`src/cpu_pkg.sv`:
```
`default_nettype none

package cpu_pkg;

	// --------------------
	// Basic types
	// --------------------
	typedef logic [15:0] word_t;   // Data word and byte address
	typedef logic [3:0] reg_idx_t; // r0 reads as zero

	// Z in bit 2, V in bit 1, N in bit 0
	typedef logic [2:0] flags_t;

	localparam int FLAG_Z = 2;
	localparam int FLAG_V = 1;
	localparam int FLAG_N = 0;

	// --------------------
	// Opcodes in bits 15:12
	// --------------------
	typedef enum logic [3:0] {
		OP_ADD = 4'h0, // Saturating
		OP_SUB = 4'h1, // Saturating
		OP_XOR = 4'h2,
		OP_AND = 4'h3,
		OP_SLL = 4'h4, // Shift amount is imm4
		OP_SRA = 4'h5,
		OP_ROR = 4'h6,
		OP_OR  = 4'h7,
		OP_LW  = 4'h8,
		OP_SW  = 4'h9,
		OP_LHB = 4'hA, // Replace high byte
		OP_LLB = 4'hB, // Replace low byte
		OP_B   = 4'hC, // PC relative, conditional
		OP_BR  = 4'hD, // Register target, conditional
		OP_PCS = 4'hE, // rd gets PC+2
		OP_HLT = 4'hF
	} opcode_t;

	// Branch conditions in bits 11:9
	localparam logic [2:0] COND_NE = 3'b000; // Z clear
	localparam logic [2:0] COND_EQ = 3'b001; // Z set
	localparam logic [2:0] COND_GT = 3'b010; // Z and N clear
	localparam logic [2:0] COND_LT = 3'b011; // N set
	localparam logic [2:0] COND_GE = 3'b100;
	localparam logic [2:0] COND_LE = 3'b101;
	localparam logic [2:0] COND_OV = 3'b110; // V set
	localparam logic [2:0] COND_UN = 3'b111; // Always

	// Operand source seen by the EX stage
	typedef enum logic [1:0] {
		FWD_NONE = 2'd0, // Value read in ID
		FWD_MEM  = 2'd1, // EX/MEM result
		FWD_WB   = 2'd2  // MEM/WB result
	} fwd_sel_t;

	// --------------------
	// Memory and fetch
	// --------------------
	localparam int DMEM_WORDS = 256;
	localparam int DMEM_AW = $clog2(DMEM_WORDS); // Word index is addr[8:1]

	localparam word_t PC_STEP = 16'd2; // Bytes per instruction

	// ADD r0, r0, r0 is the pipeline bubble
	localparam word_t NOP_INSTR = 16'h0000;

endpackage

`default_nettype wire

```
`src/fetch_stage.sv`:
```
`timescale 1ns/1ps
`default_nettype none

module fetch_stage (
	input  logic           clk,
	input  logic           reset,
	input  logic           stall,         // Load-use hold from ID
	input  logic           hlt_stop,      // HLT seen in ID
	input  logic           branch_taken,  // Redirect from EX
	input  cpu_pkg::word_t branch_target,
	input  cpu_pkg::word_t imem_data,     // Instruction at pc, same cycle
	output cpu_pkg::word_t pc,
	output cpu_pkg::word_t id_pc,         // PC+2 of the word in ID
	output cpu_pkg::word_t id_instr
);
	import cpu_pkg::*;

	word_t pc_plus2;

	assign pc_plus2 = pc + PC_STEP;

	// Branch redirect wins over both holds
	always_ff @(posedge clk) begin
		if (reset)
			pc <= '0;
		else if (branch_taken)
			pc <= branch_target;
		else if (!stall && !hlt_stop)
			pc <= pc_plus2;
	end

	// --------------------
	// IF/ID register
	// --------------------
	always_ff @(posedge clk) begin
		if (reset || branch_taken || hlt_stop)
			id_instr <= NOP_INSTR; // Squash the younger word
		else if (!stall)
			id_instr <= imem_data;
	end

	always_ff @(posedge clk)
		if (!stall)
			id_pc <= pc_plus2; // Return address and branch base

endmodule

`default_nettype wire

```
`config.mk`:
```
export PLATFORM = sky130hd
export DESIGN_NAME = fetch_stage
export DESIGN_NICKNAME = d
export VERILOG_FILES = /design/src/cpu_pkg.sv /design/src/fetch_stage.sv
export SDC_FILE = /design/constraint.sdc
export NUM_CORES = 1
export LEC_CHECK = 0
export BUFFER_PORTS_ARGS = -buffer_cell sky130_fd_sc_hd__buf_4
export CORE_MARGIN = 2
export CORE_UTILIZATION = 25
export DETAILED_ROUTE_END_ITERATION = 16
export PLACE_DENSITY_LB_ADDON = 0.25
export SYNTH_ARGS = -nofsm -noshare
export SYNTH_HDL_FRONTEND = slang
export SYNTH_SLANG_ARGS = --single-unit
export TNS_END_PERCENT = 1
```
`constraint.sdc`:
```
create_clock -name clk -period 3.4 [get_ports clk]
set_input_delay 0.17 -clock clk [delete_from_list [all_inputs] [get_ports clk]]
set_output_delay 0.17 -clock clk [all_outputs]
set_load 0.02 [all_outputs]
```
==> metrics.txt, run 1 <==
clock network fraction of design power 28.7%; Peak Freq 0.592 GHz; commonest cells after routing, fill and taps aside 84 x buf_4, 32 x dfxtp_1, 22 x nor2_1, 19 x mux2i_1, 16 x edfxtp_1; initial cell density of the core approximately a quarter; Mapped Avg Cell Area 11.1 um^2; drt pass-1 iters 4; switching portion of total power a little over a quarter; Netlist Area Pre-Place roughly 2100 um^2; Final setup viols 0; row count 33; Worst-path clk slew 0.09 ns; Initial DRC Count 83; WP buf/inv 0; H-tree lvl count 2; final wirelength roughly 5400 um; TritonCTS clock tree built; Fin Clk Skew 0.0165 ns; WP depth 5; cell taking the most area after synthesis dfxtp_1; Hold Path Depth 3; first-pass GRT wire length 8980 um; Synth cell types 34; Post-CTS Resized 0; vias in the first global route 1759; Synth Register Bits 48; largest net degree at the start of global routing 32; total power between 0.001 and 0.0015 W; CTS Buf Count 5; Peak VDD IR 0.000159 V; Die ar. 9340 um^2; RSZ-0062 raised after global routing false; min Tclk post-route ~1.7 ns; CP cell instances ha_1, nand3_4, nor4_4, xor2_1, o2bb2ai_1; Seq pwr share 55.1%; Slew HR 44.8%; Post-DRT Antenna Nets 0; DIE WIDTH 96.6 um; CP Max Fanout 8; root buf cell clkbuf_8; final hold violation count 0; post-place setup slack 1.61 ns; Total Routing Usage GR about an eighth; Critical Path End Type register; final slew viol count 0; number of buffers on the longest clock path 2; antenna violations before repair 0; internal power 0.000861 W; IO Count 85; final core utilization 35.5%; share of cells above drive strength 1 36.3%; Die Height 96.6 um; dpl hpwl around 3900 um; Crit Path Category register to register; sequential area share after synthesis 52.3%; setup total negative slack 0 ns; switching power of the nets 0.000323 W; worst r2r path cells 5; Core ar. a little over 8000 um^2; status finished, final reports clean; crit path DAT just under 2 ns; Setup crit start kind register; Mapped Nets approximately 230; vias per cell 4.41; I/O Buffers 84; Worst Setup Slack, final 1.71 ns; Clk Latency, worst-skew pair about 0.3 ns; worst slew pin tran roughly 0.8 ns; total grt overflow 0; routed via count 1668; Pleak 1.30 nW; hold buffers post-CTS 0; worst min path class input port to register; Syn-to-layout area delta 36.6%; Crit path required time 3.64 ns; TritonCTS Sinks 48; Slowest-stage cell, CP dfxtp_1; # diodes 0; Final nets 310; Largest stage delay, worst path 0.47 ns; post-DR wirelength/cell 14.3 um; # Post-CTS Setup Buffers 0; crit share post-route 49.7%; Synth Warn # 0; DRC Markers 0; dominant cells by area after synthesis dfxtp_1 30%, edfxtp_1 22%, mux2i_1 8.9%; total of max-cap violations 0; pwr/cell area 404 nW/um^2; combinational fraction of design power between 10% and 20%; CP delay by family, top simple AND/OR/NAND/NOR gates; hold slack 0.0955 ns; Final Wtd Congestion 0.735; Synth Instances between 150 and 200; Yosys top cell area share 29.9%; most common cell after layout, fill and taps aside buf_4
[state kept, by name (all words and copies together), names as in the netlist]
signal,cells
id_instr,16
pc,16
id_pc,16
[power by group through the flow]
| stage | logic, W | registers, W | clock network [W] |
|---|---|---|---|
| 6_report | 0.000191 | 0.000653 | 0.000340 |
| 5_1_grt | 0.000208 | 0.000658 | 0.000378 |
| 4_1_cts | 0.000195 | 0.000653 | 0.000352 |
| 3_5_place_dp | 0.000195 | 0.000666 | 0 |
| 3_3_place_gp | 0.000193 | 0.000666 | 0 |
| 2_1_floorplan | 0.0000735 | 0.000693 | 0 |
[metal layers]
layer	GRT usage, %	up-vias	routed length [um]
met5	0	-	0
met4	3.25	0	63
met3	4.05	5	382
met2	18.3	59	2460
met1	15.4	771	2500
li1	-	833	-
[layout make-up]
type,instances,area [um^2]
clock buffers,6,72.6
clock inverters,2,11.3
fillers,884,5330
inverters,7,26.3
multi-input cells,126,936
flip-flops and latches,48,1120
well taps,105,131
repair buffers,84,631
[cells by family (layout without fill, tap and decap cells)]
kind of cell | Yosys count | in the layout | share of synthesized area [%]
multiplexers | 20 | 20 | 9.39
adder cells (fa/ha/maj) | 1 | 1 | 0.583
buffers and inverters | 20 | 99 | 4.08
AND/OR/NAND/NOR | 61 | 61 | 18.0
AO/OA/AOI/OAI | 25 | 25 | 7.88
flip-flops | 48 | 48 | 52.3
XOR/XNOR | 19 | 19 | 7.76
[synth_stat cells]
library cell and instances:
clkbuf_1 4, o2bb2ai_1 7, or3_1 2, dfxtp_1 32
nand2_1 7, xnor2_1 6, mux2i_1 19, nand4_4 1
buf_2 6, o21ai_0 1, a21oi_1 11, nor2_1 22
o31a_1 1, xor2_1 13, buf_1 1, clkbuf_2 1
buf_4 1, inv_1 7, nor2b_1 1, nor4_2 1
nand4_1 1, ha_1 1, nor4_1 1, nand3_4 2
nand3_1 5, nor4_4 2, edfxtp_1 16, o221ai_1 1
and4_1 1, nor3_1 6, o21a_1 4, nor2_4 1
mux2_2 1, nor3b_1 8
[worst min-delay path, stage by stage]
cell     delay, ns
buf_4         0.07
mux2i_1       0.05
nor2_1        0.07
[path summary, 6_finish.rpt]
path	start	endpoint	slack, ns
worst max register to register	pc[1]$_SDFFE_PP0P_	pc[15]$_SDFFE_PP0P_	1.71
worst max-delay path	pc[1]$_SDFFE_PP0P_	pc[15]$_SDFFE_PP0P_	1.71
worst min-delay path	imem_data[6]	id_instr[6]$_SDFFE_PP0N_	0.1
worst min register to register	pc[0]$_SDFFE_PP0P_	id_pc[0]$_DFFE_PN_	0.48
[through the flow]
| step | instance area, um^2 | instances |
|---|---|---|
| finish | 2930 | 378 |
| global route | 2930 | 378 |
| CTS | 2930 | 378 |
| detailed placement | 2850 | 370 |
| global placement | 2850 | 370 |
| floorplan | 2140 | 194 |
Power figures use the tool's default switching activity.
==> run 2: changes to the inputs <==
==> constraint.sdc (replaced) <==
create_clock -name clk -period 1.7 [get_ports clk]
set_input_delay 0.085 -clock clk [delete_from_list [all_inputs] [get_ports clk]]
set_output_delay 0.085 -clock clk [all_outputs]
set_load 0.02 [all_outputs]
==> run 2 against run 1 <==
Compared with the run above:
- global-route usage did not move
- clock-buffer cell count rose by 1
- combinational power rose by 120%
- via count rose by 3.9%
- largest cell class unchanged
==> metrics.txt, run 2 (synthesis results as in run 1) <==
final slew viol count 0; vias per cell ~4.4; # Post-CTS Setup Buffers 0; Final nets 322; DRC Markers 0; Final setup viols 0; worst slew pin tran 0.392 ns; status finished, final reports clean; Crit Path Category register to register; Critical Path End Type register; pwr/cell area 835 nW/um^2; final hold violation count 0; IO Count 85; Initial DRC Count 100; share of cells above drive strength 1 38.6%; total grt overflow 0; CP Max Fanout 6; largest net degree at the start of global routing 31; CP cell instances nand4_1, nor3_1, xnor2_1; dpl hpwl 4020 um; total of max-cap violations 0; Post-DRT Antenna Nets 0; CTS Buf Count 5; number of buffers on the longest clock path 2; crit path DAT roughly 1.6 ns; crit share post-route 88.9%; min Tclk post-route around 1.5 ns; Slowest-stage cell, CP dfxtp_1; worst min path class input port to register; Setup crit start kind register; Pleak 1.37 nW; Die Height 96.6 um; Storage cell area 1120 um^2; routed via count 1733; Post-CTS Resized 0; vias in the first global route 1756; # diodes 0; row count 33; Final Wtd Congestion 0.721; Slew HR 73.6%; RSZ-0062 raised after global routing false; hold slack 0.0212 ns; multi-input combinational cell area 936 um^2; setup total negative slack 0 ns; Syn-to-layout area delta 41.8%; TritonCTS Sinks 48; post-DR wirelength/cell 14.1 um; Peak Freq about 0.66 GHz; CP delay by family, top simple AND/OR/NAND/NOR gates; most common cell after layout, fill and taps aside buf_4; final wirelength 5490 um; Worst-path clk slew approximately 0.1 ns; hold buffers post-CTS 0; I/O Buffers 84; Fin Clk Skew 0.0154 ns; TritonCTS clock tree built; first-pass GRT wire length 8910 um; Die ar. 9340 um^2; antenna violations before repair 0; DIE WIDTH 96.6 um; root buf cell clkbuf_8; initial cell density of the core 26.0%; number of fill cells in the layout between 800 and 900; Core ar. 8260 um^2; drt pass-1 iters 4; Total Routing Usage GR 11.7%; WP buf/inv 0; placed cell count ~380; fin cells 390; Peak VDD IR 0.000457 V; Crit path required time between 1.5 and 2 ns; Largest stage delay, worst path a little over 0.5 ns; final core utilization 36.8%; H-tree lvl count 2; Clk Latency, worst-skew pair 0.30 ns; largest registers id_instr x16, id_pc x16, pc x16; commonest cells after routing, fill and taps aside 96 x buf_4, 32 x dfxtp_1, 22 x nor2_1, 19 x mux2i_1, 16 x edfxtp_1
## run 2: path summary, 6_finish.rpt
check,depth (start not counted),to,startpoint,slack [ns]
hold reg to reg,0,id_pc[0]$_DFFE_PN_,pc[0]$_SDFFE_PP0P_,0.47
hold / removal,3,id_instr[1]$_SDFFE_PP0N_,imem_data[1],0.02
setup reg to reg,3,id_pc[12]$_DFFE_PN_,pc[4]$_SDFFE_PP0P_,0.19
setup / recovery,3,id_pc[12]$_DFFE_PN_,pc[4]$_SDFFE_PP0P_,0.19
## run 2: power breakdown
group	leakage, nW	total [W]	switching (W)	internal [W]
combinational	0.892	0.000420	0.000216	0.000204
clock	0.0524	0.000827	0.000386	0.000441
sequential	0.424	0.00129	0.0000457	0.00125
## run 2: metrics by stage
step	worst slack, ns	total power (W)	area (um^2)
4_1_cts	0.171	0.00258	3040
5_1_grt	0.0804	0.00265	3040
6_report	0.188	0.00254	3040
3_5_place_dp	0.180	0.00175	2940
3_3_place_gp	0.208	0.00174	2940
2_1_floorplan	0.0677	0.00153	2140
## run 2: worst reg2reg max path: cells and delay by family (launching register included)
family / cells / cell delay [ns]
AND/OR/NAND/NOR: 2 / 0.65
flip-flops: 1 / 0.51
XOR/XNOR: 1 / 0.10
## run 2: final cells by class
class / instances / share of cell area (%)
sequential: 48 / 36.9
multi-input combinational: 126 / 30.8
timing repair buffer: 96 / 23.7
tap: 105 / 4.32
clock buffer: 7 / 2.51
clock inverter: 1 / 0.987
inverter: 7 / 0.864
## run 2: layer usage
| metal | share of wire (%) | global-route usage [%] |
|---|---|---|
| met1 | 46 | 15.4 |
| met2 | 45 | 18.2 |
| met3 | 8.2 | 4.55 |
| met4 | 0.73 | 2.60 |
| met5 | 0 | 0 |
==> run 3: changes to the inputs <==
--- a/config.mk
+++ b/config.mk
@@ -9,7 +9,7 @@
 export CORE_MARGIN = 2
 export CORE_UTILIZATION = 25
 export DETAILED_ROUTE_END_ITERATION = 16
-export PLACE_DENSITY_LB_ADDON = 0.25
+export PLACE_DENSITY = 0.55
 export SYNTH_ARGS = -nofsm -noshare
 export SYNTH_HDL_FRONTEND = slang
 export SYNTH_SLANG_ARGS = --single-unit
==> run 3 against run 2 <==
Compared with the run above:
- worst setup slack got worse by 0.057 ns
- critical path depth did not move
- register-to-register slack got worse by 0.06 ns
- critical endpoint unchanged
- largest cell class unchanged
- largest power group unchanged
==> metrics.txt, run 3 (synthesis results as in run 1) <==
commonest cells after routing, fill and taps aside 98 x buf_4, 32 x dfxtp_1, 22 x nor2_1, 19 x mux2i_1, 16 x edfxtp_1; Worst-path clk slew 0.09 ns; Total Routing Usage GR 11.5%; total of max-cap violations 0; vias in the first global route 1737; CP Max Fanout 6; largest registers id_instr x16, id_pc x16, pc x16; final wirelength 5420 um; Setup crit start kind register; Core ar. just over 8000 um^2; Crit path required time 1.75 ns; r2r endpoint id_pc[12]$_DFFE_PN_; total grt overflow 0; post-place setup slack 0.174 ns; DRC Markers 0; Fin Clk Skew 0.0111 ns; # diodes 0; post-DR wirelength/cell 13.8 um; Peak VDD IR about 0.0004 V; Final nets 324; worst slew pin tran 0.413 ns; setup total negative slack 0 ns; Critical Path End Type register; most common cell after layout, fill and taps aside buf_4; crit path DAT 1.61 ns; antenna violations before repair 0; initial cell density of the core about a quarter; RSZ-0062 raised after global routing false; worst min path class input port to register; largest net degree at the start of global routing 19; final hold violation count 0; row count 33; # Post-CTS Setup Buffers 0; number of buffers on the longest clock path 2; routed via count 1747; Die ar. roughly 9300 um^2; Die Height just under 100 um; share of cells above drive strength 1 39.7%; drt pass-1 iters 4; final slew viol count 0; RR Startpoint pc[4]$_SDFFE_PP0P_; vias per cell approximately 4.5; Pleak 1.40 nW; crit share post-route 92.3%; Crit Path Category register to register; I/O Buffers between 80 and 90; Final Wtd Congestion 0.736; status finished, final reports clean; Syn-to-layout area delta 45.0%; hold buffers post-CTS 0; Clk Latency, worst-skew pair 0.30 ns; Initial DRC Count 52; TritonCTS Sinks 48; Critical Path Start pc[4]$_SDFFE_PP0P_; CTS Buf Count 5; H-tree lvl count 2; dpl hpwl 3900 um; Worst Setup Slack, final 0.131 ns; root buf cell clkbuf_8; Final setup viols 0; Post-DRT Antenna Nets 0; Post-CTS Resized 0; Peak Freq 0.638 GHz; TritonCTS clock tree built; min Tclk post-route 1.57 ns; worst r2r path cells 3; total power approximately 0.0028 W; pwr/cell area 916 nW/um^2; Slew HR 72.4%; crit path to id_pc[12]$_DFFE_PN_; first-pass GRT wire length just under 9000 um; flop2flop setup slack 0.13 ns; DIE WIDTH 96.6 um; IO Count 85
==> run 3: cell types whose count changed in the layout (fill, tap and decap cells not counted) <==
cell / delta
clkbuf_1: -2
bufinv_16: +2
buf_4: +2
==> run 3: worst min-delay path by stage <==
stage	startpoint	end	slack (ns)	cells past startpoint
4_1_cts	imem_data[6]	id_instr[6]$_SDFFE_PP0N_	0.0004	3
3_3_place_gp	imem_data[15]	id_instr[15]$_SDFFE_PP0N_	0.31	3
5_1_grt	imem_data[0]	id_instr[0]$_SDFFE_PP0N_	0.007	3
2_1_floorplan	imem_data[0]	id_instr[0]$_SDFFE_PP0N_	0.23	2
6_report	imem_data[6]	id_instr[6]$_SDFFE_PP0N_	0.02	3
3_5_place_dp	imem_data[6]	id_instr[6]$_SDFFE_PP0N_	0.32	3
==> run 3: metal layers <==
metal	routed length [um]	global-route usage, %	up-vias
met5	0	0	-
met4	52	2.93	0
met3	319	2.75	5
met2	2630	19.9	55
met1	2410	14.4	828
li1	-	-	859
==> run 3: power by group <==
group          internal [W]  switching [W]
Sequential          0.00125      0.0000402
Clock              0.000736       0.000394
Combinational      0.000209       0.000223
Total               0.00219       0.000657
==> run 3: per-stage QoR <==
stage          instances  area [um^2]  utilization, %  hold WS, ns
3_3_place_gp         384         2950            35.7        0.313
5_1_grt              392         3110            37.7      0.00683
3_5_place_dp         384         2950            35.7        0.321
6_report             392         3110            37.7       0.0150
2_1_floorplan        194         2140               -        0.229
4_1_cts              392         3110            37.7     0.000376
==> run 3: worst max-delay path, stage by stage (launching register included) <==
cell and delay [ns]:
dfxtp_1 0.51, nand4_1 0.30, nor3_1 0.39, xnor2_1 0.10
==> run 3: layout make-up <==
cell class	instances	area (um^2)
flip-flops and latches	48	1120
well taps	105	131
repair buffers	98	736
clock buffers	5	68.8
inverters	7	26.3
clock inverters	3	90.1
multi-input cells	126	936
fillers	850	5150
