### src/cpu_pkg.sv
`default_nettype none

package cpu_pkg;

	// --------------------
	// Basic types
	// --------------------
	typedef logic [15:0] word_t;   // Data word and byte address
	typedef logic [3:0] reg_idx_t; // r0 reads as zero

	// Z in bit 2, V in bit 1, N in bit 0
	typedef logic [2:0] flags_t;

	localparam int FLAG_Z = 2;
	localparam int FLAG_V = 1;
	localparam int FLAG_N = 0;

	// --------------------
	// Opcodes in bits 15:12
	// --------------------
	typedef enum logic [3:0] {
		OP_ADD = 4'h0, // Saturating
		OP_SUB = 4'h1, // Saturating
		OP_XOR = 4'h2,
		OP_AND = 4'h3,
		OP_SLL = 4'h4, // Shift amount is imm4
		OP_SRA = 4'h5,
		OP_ROR = 4'h6,
		OP_OR  = 4'h7,
		OP_LW  = 4'h8,
		OP_SW  = 4'h9,
		OP_LHB = 4'hA, // Replace high byte
		OP_LLB = 4'hB, // Replace low byte
		OP_B   = 4'hC, // PC relative, conditional
		OP_BR  = 4'hD, // Register target, conditional
		OP_PCS = 4'hE, // rd gets PC+2
		OP_HLT = 4'hF
	} opcode_t;

	// Branch conditions in bits 11:9
	localparam logic [2:0] COND_NE = 3'b000; // Z clear
	localparam logic [2:0] COND_EQ = 3'b001; // Z set
	localparam logic [2:0] COND_GT = 3'b010; // Z and N clear
	localparam logic [2:0] COND_LT = 3'b011; // N set
	localparam logic [2:0] COND_GE = 3'b100;
	localparam logic [2:0] COND_LE = 3'b101;
	localparam logic [2:0] COND_OV = 3'b110; // V set
	localparam logic [2:0] COND_UN = 3'b111; // Always

	// Operand source seen by the EX stage
	typedef enum logic [1:0] {
		FWD_NONE = 2'd0, // Value read in ID
		FWD_MEM  = 2'd1, // EX/MEM result
		FWD_WB   = 2'd2  // MEM/WB result
	} fwd_sel_t;

	// --------------------
	// Memory and fetch
	// --------------------
	localparam int DMEM_WORDS = 256;
	localparam int DMEM_AW = $clog2(DMEM_WORDS); // Word index is addr[8:1]

	localparam word_t PC_STEP = 16'd2; // Bytes per instruction

	// ADD r0, r0, r0 is the pipeline bubble
	localparam word_t NOP_INSTR = 16'h0000;

endpackage

`default_nettype wire

### src/execute_stage.sv
`timescale 1ns/1ps
`default_nettype none

module execute_stage (
	input  logic              clk,
	input  logic              reset,
	input  cpu_pkg::word_t    ex_pc,         // Already PC+2
	input  cpu_pkg::word_t    ex_instr,
	input  cpu_pkg::word_t    ex_rs_data,
	input  cpu_pkg::word_t    ex_rt_data,
	input  cpu_pkg::reg_idx_t ex_rs,
	input  cpu_pkg::reg_idx_t ex_rt,
	input  cpu_pkg::reg_idx_t ex_rd,
	input  logic              ex_reg_write,
	input  logic              ex_mem_read,
	input  logic              ex_mem_write,
	input  logic              mem_reg_write, // EX/MEM fed back
	input  cpu_pkg::reg_idx_t mem_rd,
	input  cpu_pkg::word_t    mem_result,    // Final MEM value, load data included
	input  logic              wb_en,         // MEM/WB fed back
	input  cpu_pkg::reg_idx_t wb_reg,
	input  cpu_pkg::word_t    wb_data,
	output logic              branch_taken,
	output cpu_pkg::word_t    branch_target,
	output logic              mem_reg_write_o,
	output cpu_pkg::reg_idx_t mem_rd_o,
	output cpu_pkg::word_t    mem_alu_result,
	output cpu_pkg::word_t    mem_addr,
	output cpu_pkg::word_t    mem_store_data,
	output logic              mem_read_o,
	output logic              mem_write_o,
	output logic              mem_halt_o     // HLT marker toward MEM/WB
);
	import cpu_pkg::*;

	opcode_t     op;
	fwd_sel_t    fwd1, fwd2;
	word_t       opa, opb;
	word_t       sum, diff, result, addr;
	logic        ovf, cond_met;
	logic [31:0] rot;
	logic [3:0]  shamt;
	logic [7:0]  imm8;
	flags_t      flags, flags_next;

	assign op = opcode_t'(ex_instr[15:12]);
	assign shamt = ex_instr[3:0];
	assign imm8 = ex_instr[7:0];

	// --------------------
	// Forwarding
	// --------------------
	always_comb begin
		fwd1 = FWD_NONE;
		fwd2 = FWD_NONE;
		if (ex_rs != '0 && mem_reg_write && mem_rd == ex_rs)
			fwd1 = FWD_MEM; // Youngest value wins
		else if (ex_rs != '0 && wb_en && wb_reg == ex_rs)
			fwd1 = FWD_WB;
		if (ex_rt != '0 && mem_reg_write && mem_rd == ex_rt)
			fwd2 = FWD_MEM;
		else if (ex_rt != '0 && wb_en && wb_reg == ex_rt)
			fwd2 = FWD_WB;
	end

	assign opa = (fwd1 == FWD_MEM) ? mem_result : (fwd1 == FWD_WB) ? wb_data : ex_rs_data;
	assign opb = (fwd2 == FWD_MEM) ? mem_result : (fwd2 == FWD_WB) ? wb_data : ex_rt_data;

	// --------------------
	// ALU and result select
	// --------------------
	assign sum = opa + opb;
	assign diff = opa - opb;
	assign rot = {opa, opa} >> shamt; // Rotate via doubled word

	always_comb begin
		ovf = 1'b0;
		case (op)
			OP_ADD: begin
				ovf = (opa[15] == opb[15]) && (sum[15] != opa[15]);
				result = !ovf ? sum : opa[15] ? 16'h8000 : 16'h7FFF; // Clamp
			end
			OP_SUB: begin
				ovf = (opa[15] != opb[15]) && (diff[15] != opa[15]);
				result = !ovf ? diff : opa[15] ? 16'h8000 : 16'h7FFF;
			end
			OP_XOR: result = opa ^ opb;
			OP_AND: result = opa & opb;
			OP_OR:  result = opa | opb;
			OP_SLL: result = opa << shamt;
			OP_SRA: result = word_t'($signed(opa) >>> shamt);
			OP_ROR: result = rot[15:0];
			OP_LHB: result = {imm8, opa[7:0]}; // opa holds old rd
			OP_LLB: result = {opa[15:8], imm8};
			OP_PCS: result = ex_pc;
			default: result = '0;
		endcase
	end

	// Bubbles carry no register write, so they leave flags alone
	always_comb begin
		flags_next = flags;
		if (ex_reg_write) begin
			case (op)
				OP_ADD, OP_SUB: begin
					flags_next[FLAG_Z] = (result == '0);
					flags_next[FLAG_V] = ovf;
					flags_next[FLAG_N] = result[15];
				end
				OP_XOR, OP_AND, OP_OR, OP_SLL, OP_SRA, OP_ROR:
					flags_next[FLAG_Z] = (result == '0); // Z only
				default: ;
			endcase
		end
	end

	// --------------------
	// Branch resolve
	// --------------------
	always_comb begin
		case (ex_instr[11:9])
			COND_NE: cond_met = !flags[FLAG_Z];
			COND_EQ: cond_met = flags[FLAG_Z];
			COND_GT: cond_met = !flags[FLAG_Z] && !flags[FLAG_N];
			COND_LT: cond_met = flags[FLAG_N];
			COND_GE: cond_met = flags[FLAG_Z] || !flags[FLAG_N];
			COND_LE: cond_met = flags[FLAG_Z] || flags[FLAG_N];
			COND_OV: cond_met = flags[FLAG_V];
			default: cond_met = 1'b1; // Unconditional
		endcase
	end

	assign branch_taken = (op == OP_B || op == OP_BR) && cond_met;
	assign branch_target = (op == OP_BR) ? opa :
		ex_pc + {{6{ex_instr[8]}}, ex_instr[8:0], 1'b0}; // PC+2 plus 2*imm9

	// Word aligned base plus signed word offset
	assign addr = (opb & 16'hFFFE) + {{11{ex_instr[3]}}, ex_instr[3:0], 1'b0};

	// --------------------
	// EX/MEM register
	// --------------------
	always_ff @(posedge clk) begin
		if (reset) begin
			flags <= '0;
			mem_reg_write_o <= 1'b0;
			mem_read_o <= 1'b0;
			mem_write_o <= 1'b0;
			mem_halt_o <= 1'b0;
		end else begin
			flags <= flags_next;
			mem_reg_write_o <= ex_reg_write;
			mem_read_o <= ex_mem_read;
			mem_write_o <= ex_mem_write;
			mem_halt_o <= (op == OP_HLT);
		end
	end

	always_ff @(posedge clk) begin
		mem_rd_o <= ex_rd;
		mem_alu_result <= result;
		mem_addr <= addr;
		mem_store_data <= opa; // rd value for SW
	end

endmodule

`default_nettype wire

### config.mk
export PLATFORM = sky130hd
export DESIGN_NAME = execute_stage
export DESIGN_NICKNAME = d
export VERILOG_FILES = /design/src/cpu_pkg.sv /design/src/execute_stage.sv
export SDC_FILE = /design/constraint.sdc
export NUM_CORES = 1
export LEC_CHECK = 0
export BUFFER_PORTS_ARGS = -buffer_cell sky130_fd_sc_hd__buf_2
export CAP_MARGIN = 20
export CORE_ASPECT_RATIO = 1.2
export CORE_UTILIZATION = 40
export DETAILED_ROUTE_END_ITERATION = 6
export PLACE_DENSITY = 0.72
export SETUP_SLACK_MARGIN = 0.05
export SKIP_LAST_GASP = 1
export SLEW_MARGIN = 20
export SYNTH_ARGS = -nofsm -noshare
export SYNTH_HDL_FRONTEND = slang
export SYNTH_SLANG_ARGS = --single-unit
### constraint.sdc
create_clock -name clk -period 5.87 [get_ports clk]
set_input_delay 0.2935 -clock clk [delete_from_list [all_inputs] [get_ports clk]]
set_output_delay 0.2935 -clock clk [all_outputs]
set_load 0.05 [all_outputs]
==> results_dict.tcl, run 1 <==
set metrics [dict create \
    synth_top_area_share_pct 12.56 \
    cts_inserted_buffers 9 \
    timing_worst_slew_pin_value_ps 1203 \
    die_area_sq_mm 0.02373 \
    gp_routability_congestion 1.085 \
    postRouteAntennaNets 0 \
    postSynthAreaPerCell_sq_um 7.191 \
    place_ws_ps -210.4 \
    syn_to_final_growth_pct 24.83 \
    hold_viol_final 0 \
    setup.worst_path.end "flags[2]$_SDFFE_PP0P_" \
    status "completed" \
    detail_route.first_pass.iterations 5 \
    cts.root.buffer_cell "clkbuf_16" \
    htree_levels 3 \
    layout.cells.non_filler 1832 \
    comb_power_share_pct 62.5 \
    max-cap-violations 0 \
    ys_dominant_reg_cell "dfxtp_1" \
    grt_pass1_vias 11570 \
    floorplan.io_pins 196 \
    die-width_um 140.8 \
    skew_ps 0 \
    cp.arrival_ps 5720 \
    netSwitchingFraction_pct 51.87 \
    rsz0062_at_grt "false" \
    cts_post_setup_buffers_inserted 0 \
    worst_setup_path_start_kind "primary input" \
    async_flop_share_pct 0 \
    final_layout_size_suffix_gt1_share_pct 26.21 \
    wl_per_cell_um 27.91 \
    total_global_routing_overflow 0 \
    post-place-cells 1816 \
    synth_enable_flop_cells 0 \
    r2r_start "flags[1]$_SDFFE_PP0P_" \
    startpoint "wb_reg[0]" \
    diodes 0 \
    detail_route.drc_violations 0 \
    fp-row-count 60 \
    syn-cell-area_sq_mm 0.009248 \
    first_iter_violations 1670 \
    internal-power_mw 1.275 \
    highest_achievable_clock_rate_mhz 183.5 \
    worstPathMaxFanout 12 \
    synth.net_count 1493 \
    reg2reg_slack_ps 5140 \
    clock_power_share_pct 19.7 \
    detailroute.via_count 12310 \
    leakagePower_nw 4.923 \
    slew_violations 0 \
    synthDistinctLibCells 93 \
    worstSkewPairLatency_ps 340 \
    min-delay-path-class "primary input to flop" \
    power_switching_mw 1.375 \
    cts-resized-gates 0 \
    tritoncts "built" \
    setup.worst_path.class "primary input to flop" \
    maxSlewHeadroom_pct 19.26 \
    synthDominantAreaCellType "dfxtp_1" \
    cts_hold_bufs 0 \
    wire_length_of_the_first_global_routing_pass_um 73670 \
    tritoncts_num_sinks 58 \
    postRouteWirelength_um 51130 \
    min_period_over_period_pct 92.84 \
    cts-root-to-sink-buffers 2 \
    coreArea_sq_mm 0.02252 \
    finalSetupViolCount 0 \
    final.setup.tns_ps 0 \
    pin_count_of_the_biggest_net_entering_global_routing 40 \
    grtUsageTotal_pct 42.36 \
    io_buffers 194 \
    dp_hpwl_um 41000 \
    vdd_ir_drop_max_uv 179.3 \
    finalWorstSetupSlack_ps 420.2 \
    initial_core_util_pct 41.06 \
    power.sequential.fraction_pct 17.7 \
    required_time_at_the_worst_slack_endpoint_ps 6140 \
    synthCells 1286 \
    grt_antenna_before_repair 0 \
    finish.net_count 1755 \
    dieHeight_um 168.6 \
    route.detailed.vias_per_inst 6.718 \
    synthTopCellsByArea "dfxtp_1 13%, ha_1 11%, a21oi_1 5.6%, o21ai_0 5.5%, nor2_1 5.0%" \
    synth-warning-count 0 \
    total_power_mw 2.650 \
    postSynthRegisterBits 58 \
    synth_sequential_area_ratio_pct 12.56 \
    p_per_area_mw_per_mm2 229.6 \
    reg2reg_depth 2 \
    clkSlewWorstSetupHoldPaths_ps 70 \
    fin_crit_ps 5450 \
    timing.critical_path.to_type "flop" \
    worst_r2r_dst "flags[1]$_SDFFE_PP0P_" \
]
==> sequential cells by signal, indices dropped and copies added, names as in the netlist <==
name             flops
flags                3
mem_addr            15
mem_alu_result      16
mem_halt_o           1
mem_rd_o             4
mem_read_o           1
mem_reg_write_o      1
mem_store_data      16
mem_write_o          1
==> cells by family (layout without fill, tap and decap cells) <==
family / count (synthesis) / count (layout) / synth area share, %
buffers and inverters: 156 / 423 / 7.049
multiplexers: 45 / 45 / 6.589
other: 1 / 1 / 0.04055
AO/OA/AOI/OAI: 466 / 466 / 34.31
AND/OR/NAND/NOR: 418 / 418 / 22.18
XOR/XNOR: 57 / 57 / 5.398
flip-flops: 58 / 58 / 12.56
adder cells (fa/ha/maj): 85 / 85 / 11.88
==> worst max-delay path, stage by stage <==
cell and delay (ps):
buf_2 120, or4_1 540, nand4_1 150, buf_4 140, buf_4 170, o21ai_0 140, a31oi_1 550, ha_1 360
inv_1 80, nor3_1 50, nor2_1 130, o211ai_1 130, nand2_1 100, a21oi_1 60, o21ai_0 150, a21oi_1 80
o21bai_1 170, buf_4 160, fa_1 430, inv_1 90, nor2_1 60, buf_4 160, o2bb2ai_1 130, nor4_2 350
nand4_2 160, nor4_1 360, nand4_1 190, o31ai_2 190
==> synthesized netlist by cell type (15+ instances only) <==
cell	number
nor2_1	122
a21oi_1	104
o21ai_0	101
nand2_1	95
ha_1	79
inv_1	67
dfxtp_1	58
clkbuf_1	56
nor3_1	49
xnor2_1	48
nand3_1	43
a311oi_1	30
mux2i_1	28
a22oi_1	22
a31oi_1	21
a211oi_1	19
o211ai_1	17
o22ai_1	17
nand4_1	15
==> power groups by stage <==
stage | combinational [mW] | sequential, mW | clock, mW
2_1_floorplan | 0.774 | 0.699 | 0
3_3_place_gp | 1.60 | 0.477 | 0
3_5_place_dp | 1.60 | 0.478 | 0
4_1_cts | 1.60 | 0.471 | 0.523
5_1_grt | 1.72 | 0.475 | 0.541
6_report | 1.66 | 0.470 | 0.522
==> layout by cell type (no fill, tap or decap), types with 15 or more instances in the layout <==
cell type	instances
buf_2	195
buf_4	141
nor2_1	120
a21oi_1	104
o21ai_0	99
nand2_1	95
ha_1	79
inv_1	67
dfxtp_1	58
nor3_1	49
xnor2_1	48
nand3_1	43
a311oi_1	30
mux2i_1	28
a22oi_1	22
a31oi_1	20
a211oi_1	19
o211ai_1	17
o22ai_1	17
nand4_1	15
==> layer usage <==
| metal | track usage [%] | wire length (um) | vias up |
|---|---|---|---|
| li1 | - | - | 5377 |
| met1 | 51.11 | 19020 | 5722 |
| met2 | 66.82 | 22230 | 964 |
| met3 | 10.16 | 5808 | 245 |
| met4 | 28.45 | 4070 | 0 |
| met5 | 0 | 0 | - |
==> per-stage QoR <==
step | hold WS (ps) | utilization, % | area (sq um)
floorplan | 321.2 | - | 9248
global placement | 395.2 | 49.96 | 11250
detailed placement | 397.6 | 49.98 | 11260
CTS | 28.82 | 51.19 | 11530
global route | 31.43 | 51.26 | 11540
finish | 30.53 | 51.26 | 11540
==> how the worst min path moves through the flow <==
| stage | start | depth (start not counted) | endpoint | slack [ps] |
|---|---|---|---|---|
| floorplan | ex_rd[0] | 0 | mem_rd_o[0]$_DFF_P_ | 320 |
| global placement | ex_rd[2] | 1 | mem_rd_o[2]$_DFF_P_ | 400 |
| detailed placement | ex_rd[2] | 1 | mem_rd_o[2]$_DFF_P_ | 400 |
| CTS | ex_rd[3] | 1 | mem_rd_o[3]$_DFF_P_ | 30 |
| global route | ex_rd[3] | 1 | mem_rd_o[3]$_DFF_P_ | 30 |
| finish | ex_rd[2] | 1 | mem_rd_o[2]$_DFF_P_ | 30 |
==> final cells by class <==
type | instances | area, sq um
fillers | 2291 | 10980
multi-input cells | 1072 | 7460
repair buffers | 336 | 2034
flip-flops and latches | 58 | 1161
well taps | 279 | 349.1
inverters | 71 | 266.5
clock buffers | 11 | 242.7
clock inverters | 5 | 30.03
(Power assumes the default switching activity.)
==> run 2: changes to the inputs <==
--- a/config.mk
+++ b/config.mk
@@ -10,7 +10,7 @@
 export CORE_ASPECT_RATIO = 1.2
 export CORE_UTILIZATION = 40
 export DETAILED_ROUTE_END_ITERATION = 6
-export PLACE_DENSITY = 0.72
+export PLACE_DENSITY = 0.74
 export SETUP_SLACK_MARGIN = 0.05
 export SKIP_LAST_GASP = 1
 export SLEW_MARGIN = 20
==> constraint.sdc (replaced) <==
create_clock -name clk -period 4.68 [get_ports clk]
set_input_delay 0.234 -clock clk [delete_from_list [all_inputs] [get_ports clk]]
set_output_delay 0.234 -clock clk [all_outputs]
set_load 0.05 [all_outputs]
==> run 2 against run 1 <==
  * Sequential share of layout area decreased by 1.6 points
  * Critical endpoint unchanged
  * Flip-flop and latch count unchanged
  * The flow now finishes with violations (negative setup slack)
  * Die area stayed put
==> results_dict.tcl, run 2 (synthesis results as in run 1) <==
set metrics [dict create \
    initial_core_util_pct 41.06 \
    reg2reg_slack_ps 3960 \
    post-place-cells 1956 \
    detail_route.drc_violations 0 \
    first_iter_violations 1987 \
    total_global_routing_overflow 0 \
    crit_path_top_delay_cell "or4_4" \
    utilization_pct 60.59 \
    finalSetupViolCount 1 \
    skew_ps 0 \
    cts-root-to-sink-buffers 2 \
    multi_input_comb_area_sq_mm 0.008044 \
    finalWorstSetupSlack_ps -230.9 \
    diodes 0 \
    wl_per_cell_um 25.83 \
    regArea_sq_mm 0.001161 \
    floorplan.io_pins 196 \
    place_ws_ps -940.1 \
    fp-row-count 60 \
    gp_routability_congestion 1.157 \
    layout.cells.non_filler 2014 \
    io_buffers 194 \
    max-cap-violations 0 \
    final_layout_size_suffix_gt1_share_pct 38.62 \
    finish.net_count 1937 \
    route.detailed.vias_per_inst 6.587 \
    htree_levels 3 \
    min-delay-path-class "primary input to flop" \
    rsz0062_at_grt "true" \
    worstPathMaxFanout 5 \
    dp_hpwl_um 39800 \
    cp.arrival_ps 5180 \
    die-width_um 140.8 \
    cts_inserted_buffers 9 \
    clkSlewWorstSetupHoldPaths_ps 60 \
    setup.worst_path.class "primary input to flop" \
    grt_antenna_before_repair 1 \
    slew_violations 0 \
    hold_viol_final 0 \
    required_time_at_the_worst_slack_endpoint_ps 4940 \
    finish.instance_area_sq_mm 0.01365 \
    highest_achievable_clock_rate_mhz 203.6 \
    p_per_area_mw_per_mm2 269.4 \
    worst_path_largest_cell_delay_ps 530 \
    timing_worst_slew_pin_value_ps 1156 \
    worst_setup_path_start_kind "primary input" \
    layout_commonest_cell "buf_4" \
    registers_with_the_most_flip_flops "mem_alu_result x16, mem_store_data x16, mem_addr x15" \
    leakagePower_nw 5.947 \
    dpl_cell_area_sq_mm 0.01256 \
    failed_checks "negative setup slack" \
    whs_ps 86.80 \
    fin_crit_ps 4911 \
    vdd_ir_drop_max_uv 218.6 \
    dieHeight_um 168.6 \
    tritoncts "built" \
    die_area_sq_mm 0.02373 \
    wire_length_of_the_first_global_routing_pass_um 74690 \
    syn_to_final_growth_pct 47.57 \
    reg2reg_depth 2 \
    cp_top_family "simple AND/OR/NAND/NOR gates" \
    grt_pass1_vias 12340 \
    worst_r2r_dst "flags[1]$_SDFFE_PP0P_" \
    postRouteWirelength_um 52020 \
    cp_num_cells 28 \
    critical_path_buf_inv_count 6 \
    maxSlewHeadroom_pct 22.69 \
    worstSkewPairLatency_ps 360 \
    cts.root.buffer_cell "clkbuf_16" \
    fill_cells 2067 \
    timing.critical_path.to_type "flop" \
    grtUsageTotal_pct 42.41 \
    detail_route.first_pass.iterations 7 \
    startpoint "ex_rs[2]" \
    most-common-layout-cells "306 x buf_4, 192 x buf_2, 116 x nor2_1" \
    min_delay_path_depth 2 \
    postRouteAntennaNets 0 \
    r2r_start "flags[1]$_SDFFE_PP0P_" \
    coreArea_sq_mm 0.02252 \
    status "finished with violations" \
    min_period_over_period_pct 104.9 \
    setup.worst_path.end "flags[2]$_SDFFE_PP0P_" \
    detailroute.via_count 13270 \
    tritoncts_num_sinks 58 \
    pin_count_of_the_biggest_net_entering_global_routing 36 \
]
## run 2: changes by cell type in the layout (fill, tap and decap cells not counted), sizes merged
| cell | previous run | this run |
|---|---|---|
| clkinv | 4 | 5 |
| inv | 70 | 71 |
| dlygate4sd3 | 0 | 4 |
| clkbuf | 11 | 10 |
| buf | 336 | 513 |
## run 2: how the worst min path moves through the flow
stage / slack, ps / from / end
after floorplan: 260 / ex_rd[0] / mem_rd_o[0]$_DFF_P_
after global placement: 340 / ex_rd[1] / mem_rd_o[1]$_DFF_P_
after CTS: 90 / ex_mem_write / mem_write_o$_SDFF_PP0_
final: 90 / ex_mem_write / mem_write_o$_SDFF_PP0_
after detailed placement: 340 / ex_rd[2] / mem_rd_o[2]$_DFF_P_
after global routing: 110 / ex_reg_write / mem_reg_write_o$_SDFF_PP0_
## run 2: final cells by class
type	instances	area share [%]
inverter	71	1.971
clock buffer	9	1.650
tap	279	2.558
clock inverter	7	0.4034
multi-input combinational	1072	58.94
timing repair buffer	518	25.97
sequential	58	8.508
## run 2: what timing repair did
| action | 4_1_cts | 5_1_grt |
|---|---|---|
| hold buffers | 4 | 0 |
| cloned | 0 | 1 |
| setup endpoints to repair | 12 | 15 |
| buffers inserted | 23 | 16 |
| resized for setup | 28 | 78 |
| hold endpoints to repair | 4 | 0 |
| pin swaps | 19 | 28 |
## run 2: stage by stage
stage                     setup TNS (ps)  total power [mW]
after detailed placement           -6819             2.740
after global routing               -1104             3.795
after global placement             -5501             2.732
final                             -230.9             3.676
after CTS                         -117.8             3.493
after floorplan                   -5.673             1.889
## run 2: metal layers
layer	up-vias	part of all wire [%]	track usage (%)
met5	-	0	0
li1	5738	-	-
met1	6140	36	50.16
met2	1080	43	66.26
met3	309	12	11.74
met4	0	8.8	29.96
## run 2: where the power goes
part | switching [mW] | total [mW] | internal, mW
sequential | 0.0181 | 0.590 | 0.572
clock | 0.314 | 0.677 | 0.362
combinational | 1.51 | 2.41 | 0.897
==> run 3: changes to the inputs <==
--- a/config.mk
+++ b/config.mk
@@ -10,7 +10,7 @@
 export CORE_ASPECT_RATIO = 1.2
 export CORE_UTILIZATION = 40
 export DETAILED_ROUTE_END_ITERATION = 6
-export PLACE_DENSITY = 0.74
+export PLACE_DENSITY = 0.72
 export SETUP_SLACK_MARGIN = 0.05
 export SKIP_LAST_GASP = 1
 export SLEW_MARGIN = 20
==> constraint.sdc (replaced) <==
create_clock -name clk -period 4.75 [get_ports clk]
set_input_delay 0.2375 -clock clk [delete_from_list [all_inputs] [get_ports clk]]
set_output_delay 0.2375 -clock clk [all_outputs]
set_load 0.05 [all_outputs]
==> run 3 against run 2 <==
  * Global-route usage grew 0.93 points
  * Clock skew is the same
  * Largest cell class unchanged
  * The flow finishes with violations (design-rule violations, negative setup slack)
  * Setup slack better by 81 ps
  * Non-clock buffer count fell by 17
  * Final cell count shrank 0.84%
==> results_dict.tcl, run 3 (synthesis results as in run 1) <==
set metrics [dict create \
    total_global_routing_overflow 0 \
    min-delay-path-class "primary input to flop" \
    grt_antenna_before_repair 0 \
    cp.arrival_ps 5180 \
    max-cap-violations 0 \
    grt_pass1_vias 12300 \
    tritoncts_num_sinks 58 \
    timing_worst_slew_pin_value_ps 1157 \
    cts-root-to-sink-buffers 2 \
    detailroute.via_count 13200 \
    place_ws_ps -1288 \
    highest_achievable_clock_rate_mhz 204.1 \
    skew_ps 0 \
    min_delay_path_depth 2 \
    setup.worst_path.class "primary input to flop" \
    fp-row-count 60 \
    required_time_at_the_worst_slack_endpoint_ps 5030 \
    grtUsageTotal_pct 43.34 \
    fin_crit_ps 4900 \
    startpoint "ex_rs[0]" \
    diodes 0 \
    finalSetupViolCount 2 \
    rsz0062_at_grt "true" \
    holdCritStartpoint "ex_mem_read" \
    layout.cells.non_filler 1997 \
    worst_setup_path_start_kind "primary input" \
    worstSkewPairLatency_ps 360 \
    final_layout_size_suffix_gt1_share_pct 38.59 \
    utilization_pct 60.53 \
    detail_route.first_pass.iterations 7 \
    pin_count_of_the_biggest_net_entering_global_routing 36 \
    r2r_start "flags[1]$_SDFFE_PP0P_" \
    postRouteWirelength_um 52940 \
    dieHeight_um 168.6 \
    maxSlewHeadroom_pct 22.32 \
    leakagePower_nw 5.908 \
    floorplan.io_pins 196 \
    slew_violations 0 \
    cts_inserted_buffers 9 \
    io_buffers 194 \
    detail_route.drc_violations 3 \
    gp_routability_congestion 1.097 \
    finish.net_count 1920 \
    status "finished with violations" \
    wl_per_cell_um 26.51 \
    die_area_sq_mm 0.02373 \
    tritoncts "built" \
    min_to "mem_read_o$_SDFF_PP0_" \
    hold_viol_final 0 \
    postRouteAntennaNets 0 \
    registers_with_the_most_flip_flops "mem_alu_result x16, mem_store_data x16, mem_addr x15" \
    wire_length_of_the_first_global_routing_pass_um 75750 \
    layout_commonest_cell "buf_4" \
    post-place-cells 1939 \
    p_per_area_mw_per_mm2 265.6 \
    worstPathMaxFanout 7 \
    die-width_um 140.8 \
    clkSlewWorstSetupHoldPaths_ps 60 \
    vdd_ir_drop_max_uv 264.2 \
    timing.critical_path.to_type "flop" \
    min_period_over_period_pct 103.2 \
    cts.root.buffer_cell "clkbuf_16" \
    reg2reg_slack_ps 4050 \
    failed_checks "design-rule violations, negative setup slack" \
    reg2reg_depth 2 \
    most-common-layout-cells "289 x buf_4, 189 x buf_2, 118 x nor2_1" \
    finalWorstSetupSlack_ps -149.9 \
    initial_core_util_pct 41.06 \
    coreArea_sq_mm 0.02252 \
    htree_levels 3 \
    route.detailed.vias_per_inst 6.610 \
    syn_to_final_growth_pct 47.42 \
    dp_hpwl_um 40210 \
    worst_r2r_dst "flags[1]$_SDFFE_PP0P_" \
    first_iter_violations 1925 \
]
==> run 3: changes by cell type in the layout (fill, tap and decap cells not counted), sizes merged <==
cell      previous run  this run
inv                 71        70
clkinvlp             2         3
clkbuf              10        12
clkinv               5         3
bufinv               0         1
buf                513       495
==> run 3: cell type report <==
| type | count | area, sq um |
|---|---|---|
| fill | 2034 | 8889 |
| multi-input combinational | 1072 | 8115 |
| timing repair buffer | 501 | 3431 |
| sequential | 58 | 1161 |
| tap | 279 | 349.1 |
| inverter | 71 | 271.5 |
| clock buffer | 10 | 239.0 |
| clock inverter | 6 | 66.31 |
==> run 3: routing by layer <==
metal  share of wire [%]  vias to the layer above  GRT usage (%)
li1                    -                     5713              -
met1                  36                     6145          50.83
met2                  43                     1027          66.90
met3                  11                      316          11.60
met4                 9.6                        0          34.22
met5                   0                        -              0
==> run 3: worst max-delay path by stage <==
stage	end	cells past startpoint
after CTS	flags[2]$_SDFFE_PP0P_	30
after global placement	flags[2]$_SDFFE_PP0P_	25
final	flags[2]$_SDFFE_PP0P_	25
after floorplan	flags[2]$_SDFFE_PP0P_	23
after detailed placement	flags[2]$_SDFFE_PP0P_	28
after global routing	flags[2]$_SDFFE_PP0P_	31
==> run 3: critical path, cell delays in order <==
cell       delay, ps
buf_2            130
or3_1            370
a21oi_2          210
buf_6            160
buf_4            120
nor3_2            50
a31oi_4          270
ha_4             270
inv_4             70
o221ai_4         130
a211oi_4         330
o211ai_1         140
nand2_1          120
a21oi_2           60
o21ai_1          150
a21oi_2           90
o21bai_1         210
fa_2             500
nand2_1          180
nand2_2          130
a2111oi_4        470
nand4_1          210
nor3_2           230
nand4_1          140
o31ai_2          190
==> run 3: stage by stage <==
step	cell area, sq um	TNS (ps)	hold slack, ps	total power [mW]
6_report	13630	-175.5	87.37	3.621
5_1_grt	13630	-622.1	91.06	3.747
4_1_cts	13180	-102.1	95.68	3.467
3_5_place_dp	12390	-6615	341.6	2.689
3_3_place_gp	12390	-4558	339.3	2.684
2_1_floorplan	9472	0	265.2	1.857
==> run 3: report_power, final <==
group	switching, mW	total, mW	internal, mW	leakage (nW)
registers	0.0190	0.582	0.564	0.487
clock network	0.284	0.704	0.420	0.141
logic	1.48	2.34	0.856	5.28
==> run 3: timing repair <==
action | 4_1_cts | 5_1_grt
pin swaps | 35 | 24
endpoints found under the setup margin | 11 | 12
hold buffers | 4 | 0
gates resized for setup | 56 | 76
cloned | 2 | 0
endpoints found under the hold margin | 4 | 0
buffers inserted | 21 | 17
